## config.mk

```make
export PLATFORM = sky130hd
export DESIGN_NAME = ofm_writer
export DESIGN_NICKNAME = d
export VERILOG_FILES = /design/src/source/conv_pkg.sv /design/src/source/ofm_writer.sv
export VERILOG_INCLUDE_DIRS = /design/src /design/src/include
export SDC_FILE = /design/constraint.sdc
export NUM_CORES = 1
export LEC_CHECK = 0
export CAP_MARGIN = 20
export CORE_MARGIN = 5
export CORE_UTILIZATION = 50
export CTS_CLUSTER_DIAMETER = 30
export CTS_CLUSTER_SIZE = 30
export DETAILED_ROUTE_END_ITERATION = 10
export DONT_BUFFER_PORTS = 1
export PLACE_DENSITY_LB_ADDON = 0.05
export SLEW_MARGIN = 20
export SYNTH_ARGS = -nofsm -noshare
export SYNTH_HDL_FRONTEND = slang
export SYNTH_SLANG_ARGS = --single-unit
```

## constraint.sdc

```tcl
create_clock -name clk -period 3.07 [get_ports clk]
set_input_delay 0 -clock clk [delete_from_list [all_inputs] [get_ports clk]]
set_output_delay 0 -clock clk [all_outputs]
set_load 0.03 [all_outputs]
```

## src/include/conv_defines.svh

```systemverilog
`ifndef CONV_DEFINES_SVH
`define CONV_DEFINES_SVH

// feature map and kernel sides
`define CONV_FM_DIM 8
`define CONV_WT_DIM 3

// scratch memory, 32-bit words
`define CONV_MEM_DEPTH 256
`define CONV_MEM_AW 8

// register window, byte addresses above the memory window
`define CSR_CTRL 12'h400
`define CSR_STATUS 12'h404
`define CSR_WT_OFS 12'h408
`define CSR_IFM_OFS 12'h40C
`define CSR_OFM_OFS 12'h410

`endif

```

## src/source/conv_pkg.sv

```systemverilog
`include "conv_defines.svh"

package conv_pkg;

    typedef logic [31:0] word_t;
    typedef logic [`CONV_MEM_AW-1:0] mem_addr_t;   // scratch word address
    typedef logic [5:0] pix_idx_t;                 // output pixel, row-major
    typedef logic [1:0] krow_t;
    typedef logic [1:0] kcol_t;

    typedef enum logic [1:0] {
        IDLE,
        LOAD_WT,   // 9 weight reads
        STREAM     // 9 window reads per output pixel
    } fetch_state_t;

endpackage

```

## src/source/ofm_writer.sv

```systemverilog
`include "conv_defines.svh"

module ofm_writer
    import conv_pkg::*;
(
    input  logic                    clk,
    input  logic                    arst_n_i,
    input  logic                    start_i,
    input  mem_addr_t               ofm_ofs_i,
    input  word_t                   partial_i [`CONV_WT_DIM],
    input  logic [`CONV_WT_DIM-1:0] partial_valid_i,
    output mem_addr_t               waddr_o,
    output logic                    we_o,
    output word_t                   wdata_o,
    output logic                    done_o
);
    localparam int LAST = `CONV_WT_DIM - 1;
    localparam pix_idx_t LAST_PIX = pix_idx_t'(`CONV_FM_DIM * `CONV_FM_DIM - 1);

    word_t    held_q [LAST];   // early rows of the current pixel
    pix_idx_t pix_q;

    always_ff @(posedge clk) begin
        for (int i = 0; i < LAST; i++) begin
            if (partial_valid_i[i]) begin
                held_q[i] <= partial_i[i];
            end
        end
    end

    always_comb begin
        wdata_o = partial_i[LAST];
        for (int i = 0; i < LAST; i++) begin
            wdata_o = wdata_o + held_q[i];
        end
    end

    // last row closes the pixel, write in the same cycle
    assign we_o    = partial_valid_i[LAST];
    assign waddr_o = ofm_ofs_i + mem_addr_t'(pix_q);

    always_ff @(posedge clk or negedge arst_n_i) begin
        if (!arst_n_i) begin
            pix_q  <= '0;
            done_o <= 1'b0;
        end else begin
            done_o <= we_o && (pix_q == LAST_PIX);
            if (start_i) begin
                pix_q <= '0;
            end else if (we_o) begin
                pix_q <= pix_q + 1'b1;
            end
        end
    end

    // lane staggering keeps the held partials valid until the last row lands
    lane_stagger_a: assert property (@(posedge clk) disable iff (!arst_n_i)
        partial_valid_i[LAST] |-> partial_valid_i[LAST-1:0] == '0);

endmodule

```

### Yosys cells after proc, flatten, opt, wreduce, memory -nomap -nowiden

Memories as Yosys holds them, arrays and structs flattened.
Cells that the tools add are included.
Widths: inputs -> output; s select.

* word-level logic and storage cells: 16
* bits in writable memories: 64
* memories kept: 1
* output and inout bits: 42
* register bits: 7

Memory list
* held_q: words 2, width 32, rd ports 2, clocked after Yosys merged registers in 0, wr ports 2, RTL line ofm_writer.sv:20 `word_t held_q [LAST];`

* equality and inequality tests: 1
* reductions and logical operators: 2
* mux-type cells: 6
* add/subtract/negate cells: 4

Operators by type and width (count)
* $add 32x32->32: 2
* $mux 6: 2
* $add 8x6->8: 1
* $add 6x1->6 const B: 1
* $eq 6x6->1 const B: 1
* $mux 1: 4
* $reduce_bool 2->1: 1
* $logic_and 1x1->1: 1

### Logic depth before layout (Yosys ltp)

* depth after elaboration: 3
* gate-level depth with buffers: 11
* depth with buffers taken out: 11

### Least setup slack after synthesis

OpenSTA, ideal clock, no wires.

* kind: reg2out
* from: memory held_q[0][1] (netlist name)
* to: output wdata_o[29]
* arrival time: 2.943 ns
* data required time: 3.070 ns
* cell stages (with the launch flop): 10
* path slack: 0.127 ns
* path through: edfxtp_1 -> fa_1 -> ha_1 -> fa_1 -> a21oi_1 -> o211ai_2 -> nand4_1 -> nand4_1 -> and3_1 -> nor3_1

RTL lines
* start: declaration: RTL line ofm_writer.sv:20
* end: declaration: RTL line ofm_writer.sv:14 `output word_t wdata_o,`

==> impl_metrics.yaml <==
run_status:
  status: "complete, but fails checks"
  violations: "setup timing"
power:
  power_frac_seq_pct: 24.9
  pwr_density_cell_nw_per_um2: 720
  swShare_pct: 43.8
  vdd_drop_max_uv: 436
  pwr-share-comb_pct: 58.0
  pwr-share-clk_pct: 17.1
  p_int_w: 0.00264
  p_sw_w: 0.00206
  p_leak_nw: 2.53
yosys:
  async_flop_share_pct: 9.86
  synth_top_area_share_pct: 38.4
  ys_ff_latch: 71
  yosysSeqAreaShare_pct: 41.9
  synthFlopType: "edfxtp_1"
  synth_xor_area_share_pct: 6.64
  synth_most_common_cell: "edfxtp_1"
  synth_simple_gate_area_share_pct: 10.6
  synth_edf_count: 64
  yosys.cell_types.count: 60
  syn_avg_cell_area_um2: 11.8
  synth_area_um2: 5010
  ys_top_cells_by_count: "edfxtp_1 (64), a21oi_1 (39), ha_1 (37)"
  syn_inst: 425
  ys_warn_count: 0
  synthMuxAreaShare_pct: 0.400
  synth_largest_area_cell: "edfxtp_1"
  synth_fa_ha_area_share_pct: 22.4
  syn_nets: 605
  synth_compound_area_share_pct: 15.3
  synth_top_family_by_area: "adder cells"
  synth.area.top_cells: "edfxtp_1 (38%), fa_1 (13%), ha_1 (9.2%)"
critical_path:
  critPathTopFamily: "adder cells"
  reg2reg_slack_ps: 1460
  critical_path_arrival_ps: 3100
  r2r-end: "pix_q[1]"
  crit_slowest_cell: "fa_1"
  critPathMaxFanout: 4
  reg2regPathDepth: 4
  worstSetupEndpointType: "output port"
  start_kind: "register"
  cp.buffers_inverters: 2
  cp_cell_sequence: "fa_1 > ha_2 > fa_2 > a21oi_2 > o211ai_2 > a211oi_2 > buf_4 > o21ai_0 > a21oi_1 > xnor2_1 > buf_4"
  slowest_delay_ps: 470
  crit_type: "reg -> out"
  worst_path_most_repeated_cell: "buf_4"
  required_ps: 3070
  reg2reg_from: "pix_q[0]"
timing:
  finalCritPeriodShare_pct: 101
  grt_setup_unrepaired: "true"
  fin_tns_setup_ps: -69.2
  finalWorstSetupSlack_ps: -25.4
  fmaxAchievable_mhz: 323
  hold_viol: 0
  min_period_ps: 3100
  hold-worst-slack_ps: 0.257
  tightest_slew_ps: 765
  final-setup-viol-count: 3
  skew_ps: 5.32
  relSlewSlack_pct: 48.6
  timing.final.max_slew_violations: 0
global_routing:
  grt-ovfl-total: 0
  grt_usage_pct: 20.8
  first_global_vias: 3989
  grt_pass1_wl_um: 19300
  grt_max_degree: 33
  antenna_found_initial: 0
routing:
  drc: 0
  drt_iter0_markers: 201
  drt-pass1-iter-count: 4
  vias: 3748
  wirelength_um: 12400
  via_per_inst: 5.61
  wl_per_cell_um: 18.6
  ant_nets: 0
layout:
  fillers: 742
  stdcell_area_um2: 6540
  syn2layout_area_growth_pct: 30.5
  final_nets: 710
  n_antenna_cell: 0
  drive_gt1_share_pct: 19.3
clock_tree:
  cts_max_path_buffers: 2
  clock-sinks: 71
  cts_max_level: 3
  clockRootBuffer: "clkbuf_8"
  cts_tree: "built"
  insertion_delay_ps: 340
  clkTransAtPathRegs_ps: 80
  numCtsBuffers: 9
hold_path:
  hold_depth: 0
  hold_path.startpoint: "partial_valid_i[2]"
  hold_end: "we_o"
  hold_class: "in -> out"
floorplan:
  floorplan.rows: 36
  die-area_um2: 12100
  boundaryPins: 152
  die_y_um: 110
  core_area_um2: 9770
  die_x_um: 110
  initial_utilization_pct: 51.3
placed_design:
  placed_area_um2: 5330
  gp_congestion: 0.871
  port_buffers: 0
  dp_hpwl_um: 9000
  dp_slack_ps: 225
run:
  maxCapViolations: 0
[how the worst max path moves through the flow]
stage | end | slack (ps) | from | cells after the start
2_1_floorplan | wdata_o[29] | 130 | held_q[0][1] | 9
3_3_place_gp | wdata_o[23] | 300 | held_q[0][1] | 11
3_5_place_dp | wdata_o[23] | 220 | held_q[0][1] | 11
4_1_cts | wdata_o[23] | -10 | held_q[0][1] | 11
5_1_grt | wdata_o[23] | -230 | held_q[0][1] | 11
6_report | wdata_o[19] | -30 | held_q[0][1] | 11
[placed cells by master, fill, tap and decap left out, types with 17 or more instances in the layout]
| cell type | n |
|---|---|
| a21oi_1 | 31 |
| ha_1 | 27 |
| buf_4 | 33 |
| fa_1 | 32 |
| dlygate4sd3_1 | 71 |
| xnor2_1 | 22 |
| nor2_1 | 25 |
| inv_1 | 17 |
| edfxtp_1 | 64 |
| nand2_1 | 30 |
[state kept, by name (all words and copies together) (netlist names)]
signal and flops:
pix_q 6, done_o 1, held_q 64
[power groups by stage]
stage               Sequential [W]  Clock [W]  Combinational, W
CTS                        0.00117   0.000823           0.00258
global route               0.00118   0.000874           0.00293
global placement           0.00119          0           0.00239
detailed placement         0.00119          0           0.00240
floorplan                  0.00119          0           0.00178
finish                     0.00117   0.000806           0.00273
[logic make-up (layout without fill, tap and decap cells)]
group,count (synthesis),count (layout)
compound gates,110,110
simple gates,105,105
flops,71,71
fa+ha+maj,70,70
xor+xnor,38,38
buf+inv,29,139
mux,2,2
[through the flow]
step,instances,util (%),power [W]
floorplan,425,-,0.00297
global placement,576,54.5,0.00358
detailed placement,576,54.5,0.00360
CTS,665,65.0,0.00457
global route,668,66.9,0.00499
finish,668,66.9,0.00470
[cell type report]
class | instances | area (um2) | area share (%)
clock buffer | 12 | 135 | 2.07
clock inverter | 4 | 70.1 | 1.07
inverter | 17 | 63.8 | 0.976
multi-input combinational | 325 | 3010 | 46.0
tap | 133 | 166 | 2.55
sequential | 71 | 2100 | 32.1
timing repair buffer | 106 | 998 | 15.3
[per-layer routing]
metal	global-route usage (%)	part of all wire [%]	up-vias
li1	-	-	1780
met1	25.9	42	1829
met2	35.6	49	124
met3	6.35	7.3	15
met4	5.01	1.1	0
met5	0	0	-
[repair_timing]
| item | CTS | global route |
|---|---|---|
| hold buffers | 73 | 0 |
| pin swaps | 7 | 21 |
| setup endpoints to repair | 13 | 18 |
| setup buffers | 0 | 3 |
| cloned | 0 | 0 |
| endpoints found under the hold margin | 142 | 0 |
| gates resized for setup | 13 | 32 |
(Power assumes the default switching activity.)
