## src/include/conv_defines.svh

```systemverilog
`ifndef CONV_DEFINES_SVH
`define CONV_DEFINES_SVH

// feature map and kernel sides
`define CONV_FM_DIM 8
`define CONV_WT_DIM 3

// scratch memory, 32-bit words
`define CONV_MEM_DEPTH 256
`define CONV_MEM_AW 8

// register window, byte addresses above the memory window
`define CSR_CTRL 12'h400
`define CSR_STATUS 12'h404
`define CSR_WT_OFS 12'h408
`define CSR_IFM_OFS 12'h40C
`define CSR_OFM_OFS 12'h410

`endif

```

## src/source/conv_pkg.sv

```systemverilog
`include "conv_defines.svh"

package conv_pkg;

    typedef logic [31:0] word_t;
    typedef logic [`CONV_MEM_AW-1:0] mem_addr_t;   // scratch word address
    typedef logic [5:0] pix_idx_t;                 // output pixel, row-major
    typedef logic [1:0] krow_t;
    typedef logic [1:0] kcol_t;

    typedef enum logic [1:0] {
        IDLE,
        LOAD_WT,   // 9 weight reads
        STREAM     // 9 window reads per output pixel
    } fetch_state_t;

endpackage

```

## src/source/mac_lane.sv

```systemverilog
`include "conv_defines.svh"

module mac_lane
    import conv_pkg::*;
#(
    parameter krow_t ROW = 2'd0
) (
    input  logic  clk,
    input  logic  arst_n_i,
    input  logic  wt_valid_i,
    input  logic  px_valid_i,
    input  krow_t row_i,
    input  kcol_t col_i,
    input  word_t data_i,
    output word_t partial_o,
    output logic  partial_valid_o
);
    localparam kcol_t LAST_COL = kcol_t'(`CONV_WT_DIM - 1);

    word_t wt_q [`CONV_WT_DIM];
    word_t acc_q;
    word_t sum;
    logic  mine;
    logic  row_end;

    assign mine    = (row_i == ROW);
    assign row_end = px_valid_i && mine && (col_i == LAST_COL);
    assign sum     = acc_q + wt_q[col_i] * data_i;   // 32-bit wrap

    always_ff @(posedge clk) begin
        if (wt_valid_i && mine) begin
            wt_q[col_i] <= data_i;
        end
        if (row_end) begin
            partial_o <= sum;
        end
    end

    always_ff @(posedge clk or negedge arst_n_i) begin
        if (!arst_n_i) begin
            acc_q           <= '0;
            partial_valid_o <= 1'b0;
        end else begin
            partial_valid_o <= row_end;
            if (px_valid_i && mine) begin
                acc_q <= row_end ? '0 : sum;   // fresh start for next pixel
            end
        end
    end

endmodule

```

## config.mk

```make
export PLATFORM = sky130hd
export DESIGN_NAME = mac_lane
export DESIGN_NICKNAME = d
export VERILOG_FILES = /design/src/source/conv_pkg.sv /design/src/source/mac_lane.sv
export VERILOG_INCLUDE_DIRS = /design/src /design/src/include
export SDC_FILE = /design/constraint.sdc
export NUM_CORES = 1
export LEC_CHECK = 0
export ABC_AREA = 1
export BUFFER_PORTS_ARGS = -buffer_cell sky130_fd_sc_hd__buf_2
export CAP_MARGIN = 20
export CORE_MARGIN = 1.5
export CORE_UTILIZATION = 35
export DETAILED_ROUTE_END_ITERATION = 8
export GPL_ROUTABILITY_DRIVEN = 0
export PLACE_DENSITY = 0.61
export SLEW_MARGIN = 25
export SYNTH_ARGS = -nofsm -noshare
export SYNTH_HDL_FRONTEND = slang
export SYNTH_SLANG_ARGS = --single-unit
```

## constraint.sdc

```tcl
create_clock -name clk -period 11 [get_ports clk]
set_input_delay 1.65 -clock clk [delete_from_list [all_inputs] [get_ports clk]]
set_output_delay 1.65 -clock clk [all_outputs]
set_load 0.03 [all_outputs]
```

# Word-level counts from Yosys, hierarchy flattened
# Memory sizes are Yosys's and may differ from the RTL's.
# Cells that the tools add are included.
[word_totals]
romBits = 0
in_bits = 40
mem_count = 1
reg_bits = 65
ramBits = 96
latchBits = 0
[op_classes]
n_eq_ne = 1
div_mod_pow = 0
n_addsub = 1
bitwise_logic = 0
n_reduce_logical = 4
mul = 1
magnitude_cmp = 0
n_shift = 0
muxes = 3
[mem_list]
columns = ["name", "depth", "width", "rd", "rd_clocked_by_memory_dff", "wr", "line", "source"]
rows = [
  ["wt_q", 3, 32, 1, 0, 1, "mac_lane.sv:20", "word_t wt_q [`CONV_WT_DIM];"],
]
[ops]
columns = ["cell", "count"]
rows = [
  ["adder 32 bit", 1],
  ["multiplier 32 x 32 -> 32 bit", 1],
  ["two-way mux 32 bit", 1],
  ["logical AND 1 bit", 3],
  ["== test 2 bit (second input constant)", 1],
  ["logical NOT 2 bit", 1],
  ["two-way mux 1 bit", 2],
]

# Depth between registers and ports, before layout
# Gate-level depths: netlist of the first run.
[depth]
word_depth = 4
mapped_depth = 37
mapped_depth_nobuf = 34

# Least setup slack after synthesis of the first run
# No wires, ideal clock.
[synth_path]
kind = "input port to flip-flop"
start = "input port col_i[1]"
end = "register partial_o[26], data pin"
cell_stages = 32
arrival_ns = 8.308
setup_time_ns = 0.255
path_slack_ns = 2.437
cell_sequence = "buf_6 > nor2_4 > buf_2 > nand2_1 > nand3_1 > clkbuf_1 > clkbuf_1 > nand2_1 > inv_1 > fa_1 > fa_1 > fa_1 > inv_1 > fa_1 > inv_1 > fa_1 > inv_1 > fa_1 > inv_1 > fa_1 > inv_1 > fa_1 > inv_1 > ha_1 > nand2_1 > o21a_1 > a21boi_1 > o21bai_1 > nand2_1 > nand2_1 > nand2_1 > and2_1"
[synth_between]
elab_chain_cells = 3
[synth_rtl]
columns = ["element", "line", "source"]
rows = [
  ["from (decl)", "mac_lane.sv:13", "input kcol_t col_i,"],
  ["memory read (3 x 32 bit)", "n/a", ""],
  ["multiplier 32 x 32 -> 32 bit", "mac_lane.sv:28", "assign sum = acc_q + wt_q[col_i] * data_i;"],
  ["adder 32 bit", "mac_lane.sv:28", ""],
  ["via sum[26]", "mac_lane.sv:22", "word_t sum;"],
  ["to (signal assigned)", "mac_lane.sv:35", "partial_o <= sum;"],
  ["to (decl)", "mac_lane.sv:15", "output word_t partial_o,"],
]
# The timed path passes the listed nets, and every way through them passes these cells.
# A chain may end at the register's enable or synchronous reset.

# Worst setup path after layout of the first run
[layout_path]
start = "input port col_i[0]"
end = "register partial_o[26], data pin"
# The elaborated chain is that of the path after synthesis.

==> results of run 1 <==
worst paths after layout:
| kind | to | slack, ns | cells after the start |
|---|---|---|---|
| min in group asynchronous | acc_q[17] | 1.30 | 1 |
| worst max register to register | partial_o[31] | 3.29 | 25 |
| worst min-delay path | acc_q[25] | 0.49 | 2 |
| worst min register to register | acc_q[25] | 0.49 | 2 |
| worst max-delay path | partial_o[26] | 1.60 | 31 |
| max in group asynchronous | acc_q[3] | 9.13 | 1 |
area by class of cell:
class	count	area, um2	share of cell area
inverter	910	3416	0.1342
clock buffer	18	429.2	0.01686
clock inverter	14	166.4	0.006536
multi-input combinational	1609	15060	0.5913
timing repair buffer	108	643.1	0.02526
tap	864	1081	0.04246
sequential	161	4669	0.1834
worst reg2reg max path: stages (launching register included):
cell and delay, ns:
edfxtp_1 0.38, nand2_1 0.07, nand3_1 0.72, buf_4 0.48, nand2_1 0.09, inv_1 0.07, fa_1 0.46, fa_1 0.54
inv_1 0.05, fa_1 0.38, fa_1 0.54, fa_1 0.57, inv_1 0.05, fa_1 0.45, fa_1 0.50, inv_1 0.05
fa_1 0.52, inv_1 0.06, ha_1 0.34, a21oi_1 0.25, o21ai_0 0.15, a21oi_1 0.16, o21ai_0 0.10, nor2_1 0.21
nand2_1 0.10, and2_1 0.14
cells in the final DEF (no fill, tap or decap), types with 4 or more instances in the layout:
master and instances:
inv_8 5, nor2_1 21, nor3_1 4, nand2_2 4
and2_1 4, nand3_4 4, xor2_1 26, clkbuf_16 17
nand3_2 14, dfrtp_1 33, a21oi_1 29, o22ai_1 8
o21a_1 5, o21ai_1 8, nand3_1 69, buf_2 72
inv_1 908, nand2_1 754, nand3b_1 12, ha_1 124
o21ai_0 33, fa_1 438, edfxtp_1 128, buf_4 35
xnor2_1 21
routing by layer:
layer	global-route usage	vias up	wire length, um
li1	-	7904	-
met5	0	-	0
met3	0.03102	89	3927
met2	0.3387	529	31730
met1	0.2576	8549	27740
met4	0.06332	0	1650
flip-flops by register name, indices dropped and copies added, names as in the netlist:
register,flops
acc_q,32
wt_q,96
partial_valid_o,1
partial_o,32
kinds of logic after synthesis:
| family | after synthesis |
|---|---|
| AND/OR/NAND/NOR | 899 |
| AO/OA/AOI/OAI | 100 |
| XOR/XNOR | 48 |
| flip-flops | 161 |
| adder cells (fa/ha/maj) | 562 |
| buffers and inverters | 1021 |
stage by stage:
stage               instance area (um2)  cells  hold WS (ns)
floorplan                         23590   2791        0.4491
global route                      25460   3684        0.5422
finish                            25460   3684        0.4860
global placement                  24860   3652        0.4694
detailed placement                24870   3652        0.4712
CTS                               25460   3684        0.4874
==> flow_metrics.py, run 1 <==
metrics = {
    "logic_synthesis": {
        "ys_ff_latch": 161,
        "synth-simple-area-share": 0.1570,
        "synth.most_common_cell": "inv_1",
        "yosys-top-cells-area": "fa_1 (37%), edfxtp_1 (16%), inv_1 (14%)",
        "seq_area_frac_synth": 0.1980,
        "synthArstFlopShare": 0.2050,
        "synth-compound-area-share": 0.02429,
        "yosysTopAreaCellShare": 0.3717,
        "synth-xor-area-share": 0.01814,
        "synth_cell_types": 42,
        "synthTopCellsByCount": "inv_1 (908), nand2_1 (754), fa_1 (438)",
        "synth_top_family_by_area": "adder cells",
        "synth_area_um2": 23590,
        "synthFlopType": "edfxtp_1",
        "synthCells": 2791,
        "yosys.area_share.adder": 0.4375,
        "synth_edf_count": 128,
        "synth_area_per_cell_um2": 8.452,
        "muxShareOfSynthArea": 0,
        "yosys.area.top_type": "fa_1",
        "ys_warn_count": 0,
        "synth_nets": 3393,
    },
    "critical_path": {
        "crit_path_end_kind": "flop",
        "worstPathArrival_ns": 9.63,
        "worst_setup_path_start_kind": "input pin",
        "path_common_cell": "fa_1",
        "crit_slowest_cell": "nand3_1",
        "setup.worst_path.start": "col_i[0]",
        "rr_startpoint": "wt_q[0][8]",
        "required_ns": 11.23,
        "slowest_delay_ns": 0.72,
        "cp_max_fo": 22,
        "path_delay_family": "adder cells",
        "path_buf_inv": 10,
        "crit_type": "in2reg",
    },
    "sta": {
        "tightest_slew_ns": 1.010,
        "finClkSkew_ns": 0.01900,
        "min_period_ns": 9.396,
        "timing.fmax_mhz": 106.4,
        "hold_viol_final": 0,
        "slew_headroom": 0.3249,
        "setup_slack_ns": 1.604,
        "setup_viol": 0,
        "fin_crit_sh": 0.8542,
        "final.setup.tns_ns": 0,
        "rsz0062_at_grt": "no",
        "slew_violations": 0,
    },
    "final_layout": {
        "utilization": 0.3845,
        "antenna_cells": 0,
        "nets": 3409,
        "drive_above_1_share": 0.05957,
        "num-fill-cells": 6663,
        "syn_to_final_growth_pct": 7.935,
    },
    "floorplan": {
        "fp.dieH_um": 262.6,
        "core_um2": 66220,
        "die_x_um": 262.6,
        "io_pins": 73,
        "row_count": 94,
        "die-area_um2": 68960,
        "initial_utilization": 0.3562,
    },
    "detailed_routing": {
        "drt_iter0_drc": 1344,
        "vias": 17070,
        "wl_per_cell_um": 17.66,
        "final_antenna_net_count": 0,
        "first_pass_iters": 5,
        "vias_per_cell": 4.634,
        "drc_errors": 0,
        "wirelength_mm": 65.05,
    },
    "run_status": {
        "status": "finished, final reports clean",
    },
    "job": {
        "drv_cap": 0,
    },
    "cts": {
        "htree_num_levels": 4,
        "numCtsBuffers": 17,
        "cts.path.max_buffers": 2,
        "cts_sinks": 161,
        "clk_latency_ns": 0.49,
        "cts_resized": 0,
        "ctsHoldBuffers": 0,
        "root_buffer": "clkbuf_16",
        "cts_tree": "yes",
        "post_cts_buffers": 0,
        "clkTransAtPathRegs_ns": 0.07,
    },
    "grt": {
        "grt_pass1_wl_mm": 103.7,
        "overflow": 0,
        "grt_max_degree": 34,
        "antenna_found_initial": 1,
        "grt_pass1_vias": 18280,
        "grt_util_all_layers": 0.1984,
    },
    "placed_design": {
        "hpwl_mm": 49.79,
        "placement.io_buffers": 72,
        "pre_cts_slack_ns": 1.237,
    },
    "hold_path": {
        "min_from": "acc_q[25]",
        "hp-class": "reg2reg",
    },
}
Power of run 1 is not shown: default switching activity piles up to over one toggle a cycle in this logic, so the estimate is an artifact.
==> run 2: changes to the inputs <==
ABC_AREA = 0   (was 1)
SKIP_LAST_GASP = 1   (was default)
==> flow_metrics.py, run 2 <==
metrics = {
    "run_status": {
        "status": "finished, final reports clean",
    },
    "cts": {
        "post_cts_buffers": 0,
        "clkTransAtPathRegs_ns": 0.07,
        "clk_latency_ns": 0.49,
        "htree_num_levels": 4,
        "root_buffer": "clkbuf_16",
        "cts_tree": "yes",
        "ctsHoldBuffers": 0,
        "cts.path.max_buffers": 2,
        "cts_resized": 0,
        "cts_sinks": 161,
        "numCtsBuffers": 17,
    },
    "grt": {
        "antenna_found_initial": 2,
        "grt_util_all_layers": 0.1994,
        "grt_pass1_vias": 16830,
        "grt_max_degree": 39,
        "overflow": 0,
        "grt_pass1_wl_mm": 98.50,
    },
    "detailed_routing": {
        "drc_errors": 0,
        "first_pass_iters": 5,
        "drt_iter0_drc": 1023,
        "final_antenna_net_count": 0,
        "vias_per_cell": 4.912,
        "vias": 15070,
        "wl_per_cell_um": 20.49,
        "wirelength_mm": 62.88,
    },
    "final_layout": {
        "num-fill-cells": 6169,
        "drive_above_1_share": 0.07921,
        "regMostFlops": "wt_q",
        "layout.cells.non_filler": 3068,
        "multi_input_area_um2": 15730,
        "layout_commonest_cell": "inv_1",
        "nets": 2811,
        "register_area_um2": 4669,
        "largest_reg_flops": 96,
        "syn_to_final_growth_pct": 9.368,
        "reg_top3": "wt_q x96, acc_q x32, partial_o x32",
        "antenna_cells": 0,
        "final_cell_mix": "inv_1 (481), fa_1 (438), and2_1 (308), nand2_1 (201), edfxtp_1 (128)",
    },
    "sta": {
        "fin_crit_sh": 0.8900,
        "tightest_slew_ns": 1.184,
        "setup_slack_ns": 1.210,
        "finClkSkew_ns": 0.01717,
        "timing.fmax_mhz": 102.1,
        "min_period_ns": 9.790,
        "final.setup.tns_ns": 0,
        "slew_headroom": 0.2052,
        "rsz0062_at_grt": "no",
        "slew_violations": 0,
        "hold_viol_final": 0,
        "setup_viol": 0,
    },
    "floorplan": {
        "initial_utilization": 0.3557,
        "die-area_um2": 65980,
        "core_um2": 63430,
        "io_pins": 73,
        "fp.dieH_um": 256.9,
        "row_count": 92,
        "die_x_um": 256.9,
    },
    "critical_path": {
        "worst_setup_path_start_kind": "input pin",
        "r2r_slack_ns": 2.68,
        "crit_type": "in2reg",
        "cp_max_fo": 17,
        "crit_path_end_kind": "flop",
        "worstPathArrival_ns": 10.17,
        "required_ns": 11.38,
    },
    "logic_synthesis": {
        "ys_ff_latch": 161,
        "synth_nets": 2765,
        "synth_area_um2": 22560,
        "synth.most_common_cell": "inv_1",
        "ys_warn_count": 0,
        "yosysTopAreaCellShare": 0.3887,
        "yosys-top-cells-area": "fa_1 (39%), edfxtp_1 (17%), and2_1 (8.5%)",
        "yosys.area.top_type": "fa_1",
        "synth_edf_count": 128,
        "synthCells": 2163,
        "synth_cell_types": 52,
        "synthFlopType": "edfxtp_1",
        "synth_area_per_cell_um2": 10.43,
        "synthArstFlopShare": 0.2050,
        "synthTopCellsByCount": "inv_1 (481), fa_1 (438), and2_1 (308)",
        "seq_area_frac_synth": 0.2070,
    },
    "job": {
        "drv_cap": 0,
    },
    "placed_design": {
        "placement.io_buffers": 72,
        "pre_cts_slack_ns": 0.7572,
        "place_inst": 3036,
        "hpwl_mm": 48.85,
    },
    "hold_path": {
        "hp-class": "reg2reg",
    },
}
[run 2: cells by family (layout without fill, tap and decap cells)]
group	count (synthesis)	after routing	synth area share
xor gates and xnor gates	85	85	0.03605
muxes	37	37	0.01714
AOI/OAI and AO/OA	127	127	0.03844
buffers and inverters	579	638	0.09784
DFF	161	161	0.2070
adders and majority gates	562	562	0.4575
and+or+nand+nor	612	612	0.1460
[run 2: final timing paths]
path / start / to / cells past startpoint
min: acc_q[2] / acc_q[2] / 2
max reg2reg: wt_q[1][14] / acc_q[30] / 24
max in group asynchronous: arst_n_i / acc_q[24] / 1
min in group asynchronous: arst_n_i / acc_q[9] / 1
max: col_i[0] / acc_q[30] / 25
min reg2reg: acc_q[2] / acc_q[2] / 2
[run 2: worst max-delay path, stage by stage]
cell	delay (ns)
buf_2	0.53
mux2i_1	0.16
o21ai_1	0.93
buf_4	0.35
nand2_1	0.10
fa_1	0.52
fa_1	0.53
fa_1	0.48
fa_1	0.54
fa_1	0.56
inv_1	0.09
fa_1	0.46
fa_1	0.50
inv_1	0.06
fa_1	0.48
inv_1	0.05
ha_1	0.35
nand2_1	0.10
nor3_1	0.31
nand4_1	0.12
or3_1	0.31
a31oi_1	0.39
a311oi_1	0.19
xnor2_1	0.18
a22o_1	0.21
[run 2: layer usage]
layer | up-vias | track usage | routed length, um
met5 | - | 0 | 0
met4 | 0 | 0.06895 | 1883
met3 | 124 | 0.04856 | 4588
met2 | 512 | 0.3221 | 29720
met1 | 7881 | 0.2615 | 26690
li1 | 6553 | - | -
[run 2: through the flow]
step | area (um2) | utilization | hold WS [ns]
5_1_grt | 24670 | 0.3890 | 0.5143
4_1_cts | 24670 | 0.3890 | 0.4934
6_report | 24670 | 0.3890 | 0.4887
2_1_floorplan | 22560 | - | 0.4498
3_3_place_gp | 24010 | 0.3786 | 0.4704
3_5_place_dp | 24070 | 0.3795 | 0.4761
[run 2: cell type report]
class / count / share of cell area
Inverter: 482 / 0.07333
Tap cell: 846 / 0.04291
Clock buffer: 18 / 0.01740
Timing Repair Buffer: 124 / 0.03256
Clock inverter: 14 / 0.006847
Multi-Input combinational cell: 1423 / 0.6377
Sequential cell: 161 / 0.1893
Power of run 2 is left out for the same reason.
==> run 3: changes to the inputs <==
CORE_ASPECT_RATIO = 2   (was default)
==> flow_metrics.py, run 3 (same netlist as run 2, synthesis figures left out) <==
metrics = {
    "cts": {
        "post_cts_buffers": 0,
        "numCtsBuffers": 17,
        "ctsHoldBuffers": 0,
        "clk_latency_ns": 0.47,
        "root_buffer": "clkbuf_16",
        "cts_resized": 0,
        "clkTransAtPathRegs_ns": 0.07,
        "cts.path.max_buffers": 2,
        "cts_tree": "yes",
        "htree_num_levels": 4,
        "cts_sinks": 161,
    },
    "floorplan": {
        "io_pins": 73,
        "initial_utilization": 0.3538,
        "row_count": 131,
        "die_x_um": 182.5,
        "core_um2": 63760,
        "die-area_um2": 66080,
        "fp.dieH_um": 362.0,
    },
    "sta": {
        "slew_headroom": 0.2903,
        "holdWs_ns": 0.4855,
        "hold_viol_final": 0,
        "finClkSkew_ns": 0.02044,
        "final.setup.tns_ns": 0,
        "fin_crit_sh": 0.8979,
        "tightest_slew_ns": 1.061,
        "timing.fmax_mhz": 101.2,
        "slew_violations": 0,
        "setup_viol": 0,
        "min_period_ns": 9.877,
        "rsz0062_at_grt": "no",
    },
    "run_status": {
        "status": "finished, final reports clean",
    },
    "job": {
        "drv_cap": 0,
    },
    "critical_path": {
        "crit_path_end_kind": "flop",
        "slowest_delay_ns": 0.81,
        "required_ns": 11.35,
        "crit_slowest_cell": "o21ai_1",
        "crit_type": "in2reg",
        "worst_setup_path_start_kind": "input pin",
        "worstPathArrival_ns": 10.23,
        "cp_max_fo": 14,
        "path_common_cell": "fa_1",
    },
    "detailed_routing": {
        "drt_iter0_drc": 844,
        "wirelength_mm": 67.51,
        "final_antenna_net_count": 0,
        "wl_per_cell_um": 22.40,
        "drc_errors": 0,
        "first_pass_iters": 5,
        "vias": 15120,
        "vias_per_cell": 5.018,
    },
    "grt": {
        "grt_max_degree": 39,
        "grt_pass1_wl_mm": 104.2,
        "grt_util_all_layers": 0.2159,
        "grt_pass1_vias": 17940,
        "antenna_found_initial": 5,
        "overflow": 0,
    },
    "final_layout": {
        "syn_to_final_growth_pct": 8.852,
        "largest_reg_flops": 96,
        "num-fill-cells": 6141,
        "drive_above_1_share": 0.07727,
        "register_area_um2": 4669,
        "regMostFlops": "wt_q",
        "reg_top3": "wt_q x96, acc_q x32, partial_o x32",
        "layout_commonest_cell": "inv_1",
        "nets": 2802,
        "multi_input_area_um2": 15770,
        "final_cell_mix": "inv_1 (481), fa_1 (438), and2_1 (308), nand2_1 (201), edfxtp_1 (128)",
    },
    "placed_design": {
        "placement.io_buffers": 72,
        "hpwl_mm": 53.42,
    },
    "hold_path": {
        "hp-class": "reg2reg",
    },
}
[run 3: changes by cell type in the layout (fill, tap and decap cells not counted), moves of 2 or more]
cell	delta
buf_4	-8
o21ai_1	-5
clkinvlp_4	+3
o21ai_2	+3
buf_16	-2
clkinv_2	-2
diode_2	+2
o21ai_4	+2
[run 3: path summary, 6_finish.rpt]
check	slack [ns]	cells past startpoint	from	to
max	1.12	26	col_i[0]	acc_q[28]
min	0.49	2	acc_q[4]	acc_q[4]
max reg2reg	2.51	25	wt_q[1][13]	acc_q[28]
min reg2reg	0.49	2	acc_q[4]	acc_q[4]
max in group asynchronous	9.46	2	arst_n_i	acc_q[12]
min in group asynchronous	1.07	1	arst_n_i	acc_q[1]
[run 3: worst max-delay path, delay by kind of cell]
family,cells,cell delay [ns]
compound gates,4,1.90
simple gates,6,1.32
fa+ha+maj,9,4.31
mux,1,0.15
xor+xnor,1,0.19
buf+inv,5,0.66
[run 3: area by class of cell]
type / count / share of cell area
Tap cell: 798 / 0.04066
Clock buffer: 18 / 0.01748
Sequential cell: 161 / 0.1902
Antenna cell: 2 / 0.0002038
Multi-Input combinational cell: 1423 / 0.6420
Timing Repair Buffer: 115 / 0.02884
Inverter: 482 / 0.07368
Clock inverter: 14 / 0.006930
[run 3: per-layer routing]
metal,track usage,wire length [um],vias up
li1,-,-,6528
met1,0.2083,22350,7855
met2,0.4121,37360,480
met3,0.02831,2554,257
met4,0.1588,5247,0
met5,0,0,-
[run 3: stage by stage]
stage,std cells,setup slack [ns],cell area (um2),utilization
global placement,2977,0.7043,23900,0.3748
global route,3011,0.7335,24550,0.3850
CTS,3009,1.179,24510,0.3843
detailed placement,2977,0.7483,23910,0.3749
floorplan,2163,1.879,22560,-
finish,3013,1.123,24550,0.3851
Power of run 3 is left out for the same reason.
