**src/include/conv_defines.svh**
```systemverilog
`ifndef CONV_DEFINES_SVH
`define CONV_DEFINES_SVH

// feature map and kernel sides
`define CONV_FM_DIM 8
`define CONV_WT_DIM 3

// scratch memory, 32-bit words
`define CONV_MEM_DEPTH 256
`define CONV_MEM_AW 8

// register window, byte addresses above the memory window
`define CSR_CTRL 12'h400
`define CSR_STATUS 12'h404
`define CSR_WT_OFS 12'h408
`define CSR_IFM_OFS 12'h40C
`define CSR_OFM_OFS 12'h410

`endif

```
**src/source/axil_pkg.sv**
```systemverilog
package axil_pkg;

    typedef logic [11:0] axil_addr_t;
    typedef logic [31:0] axil_data_t;
    typedef logic [1:0] axil_resp_t;

    localparam axil_resp_t RESP_OKAY = 2'd0;
    localparam axil_resp_t RESP_SLVERR = 2'd2;

endpackage

```
**src/source/conv_pkg.sv**
```systemverilog
`include "conv_defines.svh"

package conv_pkg;

    typedef logic [31:0] word_t;
    typedef logic [`CONV_MEM_AW-1:0] mem_addr_t;   // scratch word address
    typedef logic [5:0] pix_idx_t;                 // output pixel, row-major
    typedef logic [1:0] krow_t;
    typedef logic [1:0] kcol_t;

    typedef enum logic [1:0] {
        IDLE,
        LOAD_WT,   // 9 weight reads
        STREAM     // 9 window reads per output pixel
    } fetch_state_t;

endpackage

```
**src/source/axil_csr_port.sv**
```systemverilog
`include "conv_defines.svh"

module axil_csr_port
    import conv_pkg::*;
    import axil_pkg::*;
(
    input  logic       clk,
    input  logic       arst_n_i,
    input  axil_addr_t s_awaddr_i,
    input  logic       s_awvalid_i,
    output logic       s_awready_o,
    input  axil_data_t s_wdata_i,
    input  logic       s_wvalid_i,
    output logic       s_wready_o,
    output axil_resp_t s_bresp_o,
    output logic       s_bvalid_o,
    input  logic       s_bready_i,
    input  axil_addr_t s_araddr_i,
    input  logic       s_arvalid_i,
    output logic       s_arready_o,
    output axil_data_t s_rdata_o,
    output axil_resp_t s_rresp_o,
    output logic       s_rvalid_o,
    input  logic       s_rready_i,
    input  word_t      host_rdata_i,
    input  logic       done_i,
    output mem_addr_t  host_raddr_o,
    output mem_addr_t  host_waddr_o,
    output logic       host_re_o,
    output logic       host_we_o,
    output word_t      host_wdata_o,
    output logic       start_o,
    output logic       busy_o,
    output mem_addr_t  wt_ofs_o,
    output mem_addr_t  ifm_ofs_o,
    output mem_addr_t  ofm_ofs_o
);
    axil_addr_t aw_addr_q;
    axil_addr_t ar_addr_q;
    axil_addr_t wr_addr;
    axil_data_t w_data_q;
    axil_data_t wr_data;
    axil_data_t rd_data;
    logic       aw_held_q;
    logic       w_held_q;
    logic       aw_hs;
    logic       w_hs;
    logic       wr_fire;
    logic       wr_mem;
    logic       ar_hs;
    logic       rd_wait_q;   // memory read in flight
    logic       rd_err_q;
    logic       done_q;

    // write path: AW and W in any order, held until the pair is complete
    assign s_awready_o = !aw_held_q && !s_bvalid_o;
    assign s_wready_o  = !w_held_q && !s_bvalid_o;
    assign aw_hs   = s_awvalid_i && s_awready_o;
    assign w_hs    = s_wvalid_i && s_wready_o;
    assign wr_fire = (aw_held_q || aw_hs) && (w_held_q || w_hs);
    assign wr_addr = aw_held_q ? aw_addr_q : s_awaddr_i;
    assign wr_data = w_held_q ? w_data_q : s_wdata_i;
    assign wr_mem  = (wr_addr < `CSR_CTRL);

    assign host_we_o    = wr_fire && wr_mem && !busy_o;
    assign host_waddr_o = wr_addr[`CONV_MEM_AW+1:2];   // byte to word address
    assign host_wdata_o = wr_data;

    // read path: memory sampled one cycle after AR, response one cycle later
    assign s_arready_o  = !rd_wait_q && !s_rvalid_o;
    assign ar_hs        = s_arvalid_i && s_arready_o;
    assign host_re_o    = ar_hs && (s_araddr_i < `CSR_CTRL) && !busy_o;
    assign host_raddr_o = s_araddr_i[`CONV_MEM_AW+1:2];

    always_comb begin
        case (ar_addr_q)
            `CSR_STATUS:  rd_data = {30'd0, done_q, !busy_o};
            `CSR_WT_OFS:  rd_data = axil_data_t'(wt_ofs_o);
            `CSR_IFM_OFS: rd_data = axil_data_t'(ifm_ofs_o);
            `CSR_OFM_OFS: rd_data = axil_data_t'(ofm_ofs_o);
            default:      rd_data = '0;
        endcase
        if (ar_addr_q < `CSR_CTRL) begin
            rd_data = rd_err_q ? '0 : host_rdata_i;
        end
    end

    always_ff @(posedge clk) begin
        if (aw_hs) begin
            aw_addr_q <= s_awaddr_i;
        end
        if (w_hs) begin
            w_data_q <= s_wdata_i;
        end
        if (ar_hs) begin
            ar_addr_q <= s_araddr_i;
        end
        if (rd_wait_q) begin
            s_rdata_o <= rd_data;
        end
    end

    always_ff @(posedge clk or negedge arst_n_i) begin
        if (!arst_n_i) begin
            aw_held_q  <= 1'b0;
            w_held_q   <= 1'b0;
            s_bvalid_o <= 1'b0;
            s_bresp_o  <= RESP_OKAY;
            rd_wait_q  <= 1'b0;
            rd_err_q   <= 1'b0;
            s_rvalid_o <= 1'b0;
            s_rresp_o  <= RESP_OKAY;
            start_o    <= 1'b0;
            busy_o     <= 1'b0;
            done_q     <= 1'b0;
            wt_ofs_o   <= '0;
            ifm_ofs_o  <= '0;
            ofm_ofs_o  <= '0;
        end else begin
            if (wr_fire) begin
                aw_held_q  <= 1'b0;
                w_held_q   <= 1'b0;
                s_bvalid_o <= 1'b1;
                s_bresp_o  <= (wr_mem && busy_o) ? RESP_SLVERR : RESP_OKAY;
            end else begin
                if (aw_hs) begin
                    aw_held_q <= 1'b1;
                end
                if (w_hs) begin
                    w_held_q <= 1'b1;
                end
                if (s_bready_i) begin
                    s_bvalid_o <= 1'b0;
                end
            end

            rd_wait_q <= ar_hs;
            if (ar_hs) begin
                rd_err_q <= (s_araddr_i < `CSR_CTRL) && busy_o;
            end
            if (rd_wait_q) begin
                s_rvalid_o <= 1'b1;
                s_rresp_o  <= rd_err_q ? RESP_SLVERR : RESP_OKAY;
            end else if (s_rready_i) begin
                s_rvalid_o <= 1'b0;
            end

            start_o <= 1'b0;
            if (wr_fire && wr_addr == `CSR_CTRL && wr_data[0] && !busy_o) begin
                start_o <= 1'b1;
                busy_o  <= 1'b1;
                done_q  <= 1'b0;   // done stays low until this run ends
            end else if (done_i) begin
                busy_o <= 1'b0;
                done_q <= 1'b1;
            end

            if (wr_fire) begin
                case (wr_addr)
                    `CSR_WT_OFS:  wt_ofs_o  <= mem_addr_t'(wr_data);
                    `CSR_IFM_OFS: ifm_ofs_o <= mem_addr_t'(wr_data);
                    `CSR_OFM_OFS: ofm_ofs_o <= mem_addr_t'(wr_data);
                    default: ;
                endcase
            end
        end
    end

    // write response holds with its code until the host takes it
    bresp_hold_a: assert property (@(posedge clk) disable iff (!arst_n_i)
        s_bvalid_o && !s_bready_i |=> s_bvalid_o && $stable(s_bresp_o));

endmodule

```
**config.mk**
```make
export PLATFORM = sky130hd
export DESIGN_NAME = axil_csr_port
export DESIGN_NICKNAME = d
export VERILOG_FILES = /design/src/source/axil_pkg.sv /design/src/source/conv_pkg.sv /design/src/source/axil_csr_port.sv
export VERILOG_INCLUDE_DIRS = /design/src /design/src/include
export SDC_FILE = /design/constraint.sdc
export NUM_CORES = 1
export LEC_CHECK = 0
export ABC_AREA = 0
export BUFFER_PORTS_ARGS = -buffer_cell sky130_fd_sc_hd__buf_2
export CAP_MARGIN = 20
export CORE_ASPECT_RATIO = 0.6
export CORE_MARGIN = 1.5
export CORE_UTILIZATION = 48
export DETAILED_ROUTE_END_ITERATION = 16
export PLACE_DENSITY = 0.8
export SLEW_MARGIN = 0
export SYNTH_ARGS = -nofsm -noshare
export SYNTH_HDL_FRONTEND = slang
export SYNTH_SLANG_ARGS = --single-unit
```
**constraint.sdc**
```tcl
create_clock -name clk -period 4.2 [get_ports clk]
set_clock_uncertainty 0.2 [all_clocks]
set_input_delay 0.84 -clock clk [delete_from_list [all_inputs] [get_ports clk]]
set_output_delay 0.84 -clock clk [all_outputs]
set_load 0.03 [all_outputs]
```
======== Word level (Yosys, flattened, before mapping) ========
Index checks and enable logic that the tools add are counted.
cells by class
  muxes and demuxes ....................... 20
  reduce and logical (&&, ||, !) cells .... 32
  equal/unequal tests ..................... 8
  magnitude comparators ................... 3
operators by type and width
  cell                  count
  $eq 12x11->1 const B  8
  $mux 32               3
  $lt 12x11->1 const B  3
  $pmux 8 s4            1
  $logic_and 1x1->1     16
  $mux 1                13
  $mux 12               1
  $reduce_bool 2->1     5
  $logic_not 1->1       6
  $reduce_and 2->1      3
  $mux 2                2
  $logic_or 1x1->1      2
storage, ports and cells
  flip-flop bits (word level) ............. 125
  input port bits ......................... 96
  logic and storage cells ................. 81

======== Logic depth before layout (Yosys ltp) ========
Gate-level depths: netlist (run 1).
  depth after elaboration ................. 9
  depth in mapped cells ................... 6

======== Worst setup path before layout (run 1) ========
No wires, ideal clock.
  path type ............................... flip-flop to output port
  from .................................... reg rd_wait_q
  to ...................................... out host_re_o
  required time ........................... 3160 ps
  stages on the path, launching flop included .. 4
  data arrival time ....................... 2481 ps
  slack ................................... 679 ps
  cells stage by stage .................... dfrtp_1 -> nor2_1 -> nand2_1 -> nor4_1
on the way
  longest elaborated chain between the ends .. 5
ends and longest elaborated chain
  item                            line                  text
  start, declared                 axil_csr_port.sv:51   logic rd_wait_q;
  start signal, assigned          axil_csr_port.sv:137  rd_wait_q <= ar_hs;
  $logic_not 1->1                 axil_csr_port.sv:70   assign s_arready_o = !rd_wait_q && !s_rvalid_o;
  $logic_and 1x1->1               axil_csr_port.sv:70
  via s_arready_o                 axil_csr_port.sv:20   output logic s_arready_o,
  $logic_and 1x1->1               axil_csr_port.sv:71   assign ar_hs = s_arvalid_i && s_arready_o;
  $logic_and 1x1->1 (2 in a row)  axil_csr_port.sv:72   assign host_re_o = ar_hs && (s_araddr_i < `CSR_CTRL) && !busy_o;
  end, declared                   axil_csr_port.sv:29   output logic host_re_o,
The timed path passes the listed nets, and every way through them passes these cells.

======== Worst setup path after layout (run 1) ========
  from .................................... reg aw_held_q
  to ...................................... out host_we_o
on the way
  longest elaborated chain between the ends .. 7
ends and longest elaborated chain
  item                                                  line                  text
  start, declared                                       axil_csr_port.sv:44   logic aw_held_q;
  start signal, assigned                                axil_csr_port.sv:105  aw_held_q <= 1'b0;
  start signal, assigned                                axil_csr_port.sv:121  aw_held_q <= 1'b0;
  start signal, assigned                                axil_csr_port.sv:127  aw_held_q <= 1'b1;
  branches (longest 5 deep; another with $lt 12x11->1)  n/a
  $logic_and 1x1->1 * (2 in a row)                      axil_csr_port.sv:65   assign host_we_o = wr_fire && wr_mem && !busy_o;
  end, declared                                         axil_csr_port.sv:30   output logic host_we_o,
Every way passes the cells marked *.

==> results of run 1 <==
where the power goes:
group	leakage [nW]	switching, mW	total (mW)	internal [mW]
clock	0.298	0.523	1.52	0.996
combinational	1.46	0.694	1.04	0.343
sequential	1.31	0.0748	1.58	1.50
final timing paths:
check | to | slack, ns | cells past startpoint
setup / recovery | host_we_o | 0.98 | 5
hold / removal | s_bresp_o[1] | 0.32 | 1
setup reg to reg | ifm_ofs_o[4] | 1.35 | 4
hold reg to reg | ifm_ofs_o[0] | 0.32 | 1
max in group asynchronous | ofm_ofs_o[6] | 2.98 | 1
min in group clk | ifm_ofs_o[0] | 0.32 | 1
synth_stat cells, types with 2 or more instances:
library cell and instances:
a2111oi_4 3, a21oi_1 2, a222oi_1 2, a22oi_1 6, and2_1 26, buf_1 3
buf_2 2, buf_4 10, clkbuf_1 3, dfrtp_1 35, edfxtp_1 88, inv_1 6
mux2_1 3, mux2_2 61, mux2i_1 2, nand2_1 20, nand3_1 6, nor2_1 9
nor2b_1 2, nor3_1 5, nor4_1 2, nor4_2 4, o21ai_0 4, or2_2 2
or3b_2 2
through the flow:
step	cell area (µm²)	worst slack, ns	hold slack, ns
finish	6960	0.982	0.317
global route	6960	0.857	0.340
floorplan	5190	0.679	0.259
CTS	6960	0.960	0.317
detailed placement	6330	1.07	0.306
global placement	6330	1.09	0.284
state kept, by name, summed over array words and instances (netlist names):
signal      flops
ar_addr_q      12
aw_addr_q      12
aw_held_q       1
busy_o          1
done_q          1
ifm_ofs_o       8
ofm_ofs_o       8
rd_err_q        1
rd_wait_q       1
s_bresp_o       1
s_bvalid_o      1
s_rdata_o      32
s_rresp_o       1
s_rvalid_o      1
start_o         1
w_data_q       32
w_held_q        1
wt_ofs_o        8
layout by cell type, fill, tap and decap left out, types with 4 or more instances in the layout:
| master | n |
|---|---|
| buf_2 | 210 |
| edfxtp_1 | 88 |
| mux2_2 | 61 |
| dfrtp_1 | 35 |
| and2_1 | 26 |
| nand2_1 | 20 |
| clkbuf_16 | 17 |
| nor2_1 | 9 |
| inv_1 | 6 |
| a22oi_1 | 6 |
| nand3_1 | 6 |
| buf_4 | 5 |
| nor4_2 | 4 |
| nor3_1 | 4 |
| o21ai_0 | 4 |
| bufinv_16 | 4 |
critical path: stages, from the launching register on:
cell and delay, ns:
dfrtp_1 0.79, o22ai_2 0.18, buf_4 0.21, or2_2 0.31
nor2_1 0.09, buf_2 0.20
per-layer routing:
metal,global-route usage,wire (µm),up-vias
li1,-,-,1661
met1,0.286,5170,1682
met4,0.0670,150,0
met5,0,0,-
met3,0.0650,920,13
met2,0.307,5300,164
cell type report:
class	instances	area (µm²)
timing repair buffer	215	1090
clock buffer	18	429
inverter	6	22.5
tap	139	174
fill	778	3560
multi-input combinational	181	1530
sequential	123	3520
clock inverter	14	195
kinds of logic after synthesis:
group,after synthesis
AND/OR/NAND/NOR,87
other,1
multiplexers,67
AO/OA/AOI/OAI,25
buffers and inverters,25
flip-flops,123
==> out/qor.csv, run 1 <==
metric;value;unit
Overflow after GRT;0;
post-synthesis adder-cell area fraction;0;
Worst-Margin Slew;1.02;ns
top cell type's share of synthesized area;0.510;
DRC;0;
GPL Wtd Cong;0.795;
initial antenna violation count;0;
DR iter-0 viols;204;
first-pass GRT wire length;17600;µm
NumNets Final;640;
worst skew pair latency;0.40;ns
largest net degree at the start of global routing;37;
Cell Rows;29;
number of nets with antenna violations after routing;0;
complex-gate fraction of the synthesized area;0.0468;
total negative slack;0;ns
Synth Warn #;0;
flops & latches, synth;123;
simple-gate share of the synthesized area;0.101;
Power Dens Cells;594;nW/µm²
crit path kind;reg2out;
H-tree depth;4;
XOR/XNOR share of the synthesized area;0;
async set or reset register ratio after synthesis;0.285;
CTS Hold Buffers Added;0;
number of synthesized flops with an enable pin;88;
Area contributors post-synth;edfxtp_1, dfrtp_1, mux2_2, and2_1, a2111oi_4;
max-slew violations;0;
CP Launch Type;flop;
fin util;0.661;
Crit. End Element;output pin;
Die H;83.5;µm
vias in the first global route;3417;
max_cap viols;0;
maximum clock frequency;311;MHz
via count;3520;
Worst Path Required;3.16;ns
ys flop type;edfxtp_1;
critical path peak fanout;18;
data arrival time of the critical path;2.18;ns
routed vias/inst;5.06;
TritonCTS clock tree;yes;
# diodes;0;
total wire length;11500;µm
setup bufs post-CTS;0;
area of the core;10500;µm²
Initial Util;0.493;
die area;11400;µm²
Total GRT Usage;0.205;
# port buffers;210;
syn_area_per_cell;15.8;µm²
RSZ-0062 raised after global routing;false;
Reg-to-Reg Start;aw_held_q;
CTS Buf Count;17;
Root Buffer;clkbuf_16;
fin cells;696;
dpl cells;664;
placed wire-length estimate;8390;µm
DRT Pass-1 Iters;4;
Worst Hold Class;in2async;
Area growth, synth to finish;34.3;%
relative slew slack;0.313;
Cell variety after synth;45;
Lkg Pwr;3.07;nW
period utilisation layout;0.766;
Mapped Cells;328;
overall power;4.13;mW
layout cell share with drive strength beyond 1;0.585;
final setup violation count;0;
I/O pin count;213;
peak supply drop;0.371;mV
CTS Buffer Depth;2;
Post-CTS Resized;0;
Die Wd;137;µm
WL/cell;16.6;µm
Seq/Total Area, Yosys;0.679;
Mapped Area;5180;µm²
Tmin final;3.22;ns
status;finished, final reports clean;
area leader, netlist;edfxtp_1;
Worst Setup SP;aw_held_q;
clk slew on worst S/H paths;0.05;ns
largest family of logic cells by synthesized area;multiplexers;
post-synthesis mux area share;0.146;
Final Hold Fails;0;
CTS sink count;123;
Note: power is estimated with default switching activity, not from simulation.
==> run 2: changes to the inputs <==
--- a/config.mk
+++ b/config.mk
@@ -6,14 +6,14 @@
 export SDC_FILE = /design/constraint.sdc
 export NUM_CORES = 1
 export LEC_CHECK = 0
-export ABC_AREA = 0
+export ABC_AREA = 1
 export BUFFER_PORTS_ARGS = -buffer_cell sky130_fd_sc_hd__buf_2
 export CAP_MARGIN = 20
 export CORE_ASPECT_RATIO = 0.6
 export CORE_MARGIN = 1.5
 export CORE_UTILIZATION = 48
 export DETAILED_ROUTE_END_ITERATION = 16
-export PLACE_DENSITY = 0.8
+export PLACE_DENSITY = 0.79
 export SLEW_MARGIN = 0
 export SYNTH_ARGS = -nofsm -noshare
 export SYNTH_HDL_FRONTEND = slang
==> constraint.sdc (replaced) <==
create_clock -name clk -period 3.31 [get_ports clk]
set_clock_uncertainty 0.2 [all_clocks]
set_input_delay 0.662 -clock clk [delete_from_list [all_inputs] [get_ports clk]]
set_output_delay 0.662 -clock clk [all_outputs]
set_load 0.03 [all_outputs]
==> run 2 against run 1 <==
  * Final area is 3.6% higher
  * Worst setup slack worse by 0.65 ns
  * Clock power up 22%
  * Critical path depth increased by 2
  * Wire length increased by 21%
==> out/qor.csv, run 2 <==
metric;value;unit;change
status;finished, final reports clean;;
initial antenna violation count;0;;unchanged
Worst-Margin Slew;0.808;ns;-0.215 ns
TritonCTS clock tree;yes;;
commonest cells in the netlist;nand2_1, edfxtp_1, nor2_1;;
Worst Slack Setup Final;0.331;ns;-0.651 ns
DRC;0;;unchanged
peak supply drop;0.430;mV;+16%
area of the multi-input gates;1620;µm²;+6.0%
GPL Wtd Cong;0.919;;+16%
die area;12100;µm²;+6.0%
# port buffers;210;;unchanged
CP Launch Type;flop;;
final setup violation count;0;;unchanged
maximum clock frequency;336;MHz;
Reg area;3520;µm²;unchanged
most frequent cell after synthesis;nand2_1;;
Tmin final;2.98;ns;
Mapped Area;5500;µm²;+6.2%
largest net degree at the start of global routing;36;;-2.7%
DRT Pass-1 Iters;5;;+1
Final Hold Fails;0;;unchanged
via count;4581;;+30%
ys flop type;edfxtp_1;;
Worst Path Required;2.45;ns;-0.71 ns
Seq/Total Area, Yosys;0.639;;-0.0395
total negative slack;0;ns;unchanged
dpl cells;882;;+33%
period utilisation layout;0.900;;
Overflow after GRT;0;;unchanged
worst-path cell chain;inv_4 > o21ai_1 > nand2_2 > nor2_1 > nand2_1 > nor2_1 > buf_2;;
# diodes;0;;unchanged
filler cell count;939;;+21%
worst skew pair latency;0.39;ns;about the same
Worst Hold Class;in2async;;
CTS Buf Count;17;;unchanged
setup bufs post-CTS;0;;unchanged
flops & latches, synth;123;;unchanged
Cell Rows;30;;+3.4%
Die Wd;141;µm;+3.0%
Largest regs;s_rdata_o: 32 flops, w_data_q: 32 flops;;
Die H;85.9;µm;+2.9%
most used cell, CP;nor2_1;;
CTS sink count;123;;unchanged
most frequent cells in the layout;buf_2, nand2_1, edfxtp_1, nor2_1, inv_1;;
data arrival time of the critical path;2.12;ns;-0.06 ns
async set or reset register ratio after synthesis;0.285;;unchanged
I/O pin count;213;;unchanged
area leader, netlist;edfxtp_1;;
CTS Buffer Depth;2;;unchanged
relative slew slack;0.461;;+0.149
Initial Util;0.490;;-0.00221
Total GRT Usage;0.231;;+0.0264
Mapped Cells;546;;+66%
area of the core;11200;µm²;+6.7%
top cell type's share of synthesized area;0.480;;-0.0297
CP peak stage delay;0.78;ns;about the same
worst-path cell with the longest stage delay;dfrtp_1;;
H-tree depth;4;;unchanged
vias in the first global route;4416;;+29%
placed wire-length estimate;10400;µm;+23%
max_cap viols;0;;unchanged
Cell variety after synth;32;;-29%
Power Dens Cells;774;nW/µm²;+30%
number of nets with antenna violations after routing;0;;unchanged
Lkg Pwr;3.65;nW;+19%
syn_area_per_cell;10.1;µm²;-36%
max-slew violations;0;;unchanged
RSZ-0062 raised after global routing;false;;
most common cell after layout, fill and taps aside;buf_2;;
Area growth, synth to finish;31.1;%;
Area contributors post-synth;edfxtp_1, dfrtp_1, nand2_1, nand4_1, nor2_1;;
Crit path max-delay family;flip-flops;;
DR iter-0 viols;250;;+23%
fin cells;914;;+31%
WL/cell;15.2;µm;-8.2%
design area;7210;µm²;+3.6%
Crit. End Element;output pin;;
Buf+Inv Stages, Crit Path;2;;unchanged
clk slew on worst S/H paths;0.06;ns;about the same
routed vias/inst;5.01;;-0.90%
Synth Warn #;0;;unchanged
Area after DPL;6620;µm²;+4.4%
total wire length;13900;µm;+21%
CTS Hold Buffers Added;0;;unchanged
first-pass GRT wire length;21800;µm;+24%
pre-CTS setup slack;0.738;ns;-0.333 ns
layout cell share with drive strength beyond 1;0.361;;-0.224
crit path kind;reg2out;;
NumNets Final;853;;+33%
Root Buffer;clkbuf_16;;
number of synthesized flops with an enable pin;88;;unchanged
critical path peak fanout;17;;-1
Post-CTS Resized;0;;unchanged
==> run 2: report_power, final <==
| group | leakage, nW | internal [mW] | switching (mW) |
|---|---|---|---|
| clock network | 0.289 | 1.18 | 0.675 |
| registers | 1.31 | 1.93 | 0.110 |
| logic | 2.05 | 0.412 | 1.27 |
==> run 2: per-layer routing <==
layer / global-route usage / up-vias / share of wire
met1: 0.310 / 2144 / 0.44
li1: - / 2202 / -
met3: 0.0603 / 23 / 0.077
met5: 0 / - / 0
met4: 0.0625 / 0 / 0.013
met2: 0.378 / 212 / 0.47
==> run 2: worst reg2reg max path, stage by stage, from the launching register on <==
cell and delay [ns]:
dfrtp_1 0.78, inv_4 0.13, o21ai_1 0.19, nand2_2 0.16
nor2_8 0.40, nand3_4 0.23, nand2_1 0.14, nand2_1 0.06
==> run 2: cell type report <==
type,instances,share of cell area
Multi-Input combinational cell,347,0.225
Sequential cell,123,0.488
Timing Repair Buffer,216,0.152
Tap cell,144,0.0250
Clock buffer,17,0.0590
Inverter,52,0.0274
Clock inverter,15,0.0239
==> run 2: cells by family (layout without fill, tap and decap cells) <==
kind of cell / after synthesis / after routing / share of synthesized area
simple gates: 333 / 333 / 0.278
flops: 123 / 123 / 0.639
buf+inv: 77 / 300 / 0.0693
compound gates: 12 / 12 / 0.0130
other cells: 1 / 2 / 0.000681
==> run 2: worst paths after layout <==
path                                from            to  slack, ns  cells after the start
max                            aw_held_q     host_we_o       0.33                      7
min                             arst_n_i  ofm_ofs_o[3]       0.15                      1
max reg2reg                    aw_held_q  ifm_ofs_o[7]       0.89                      7
min reg2reg                  wt_ofs_o[5]   wt_ofs_o[5]       0.29                      2
max in group asynchronous       arst_n_i        busy_o       2.23                      1
min in group clk           s_araddr_i[1]  ar_addr_q[1]       0.25                      1
==> run 2: through the flow <==
stage                     hold slack (ns)  power, mW  utilization
after detailed placement            0.285       3.75        0.589
after global routing                0.213       5.83        0.643
after global placement              0.268       3.71        0.589
after CTS                           0.170       5.62        0.643
after floorplan                     0.166       3.27            -
final                               0.150       5.58        0.643
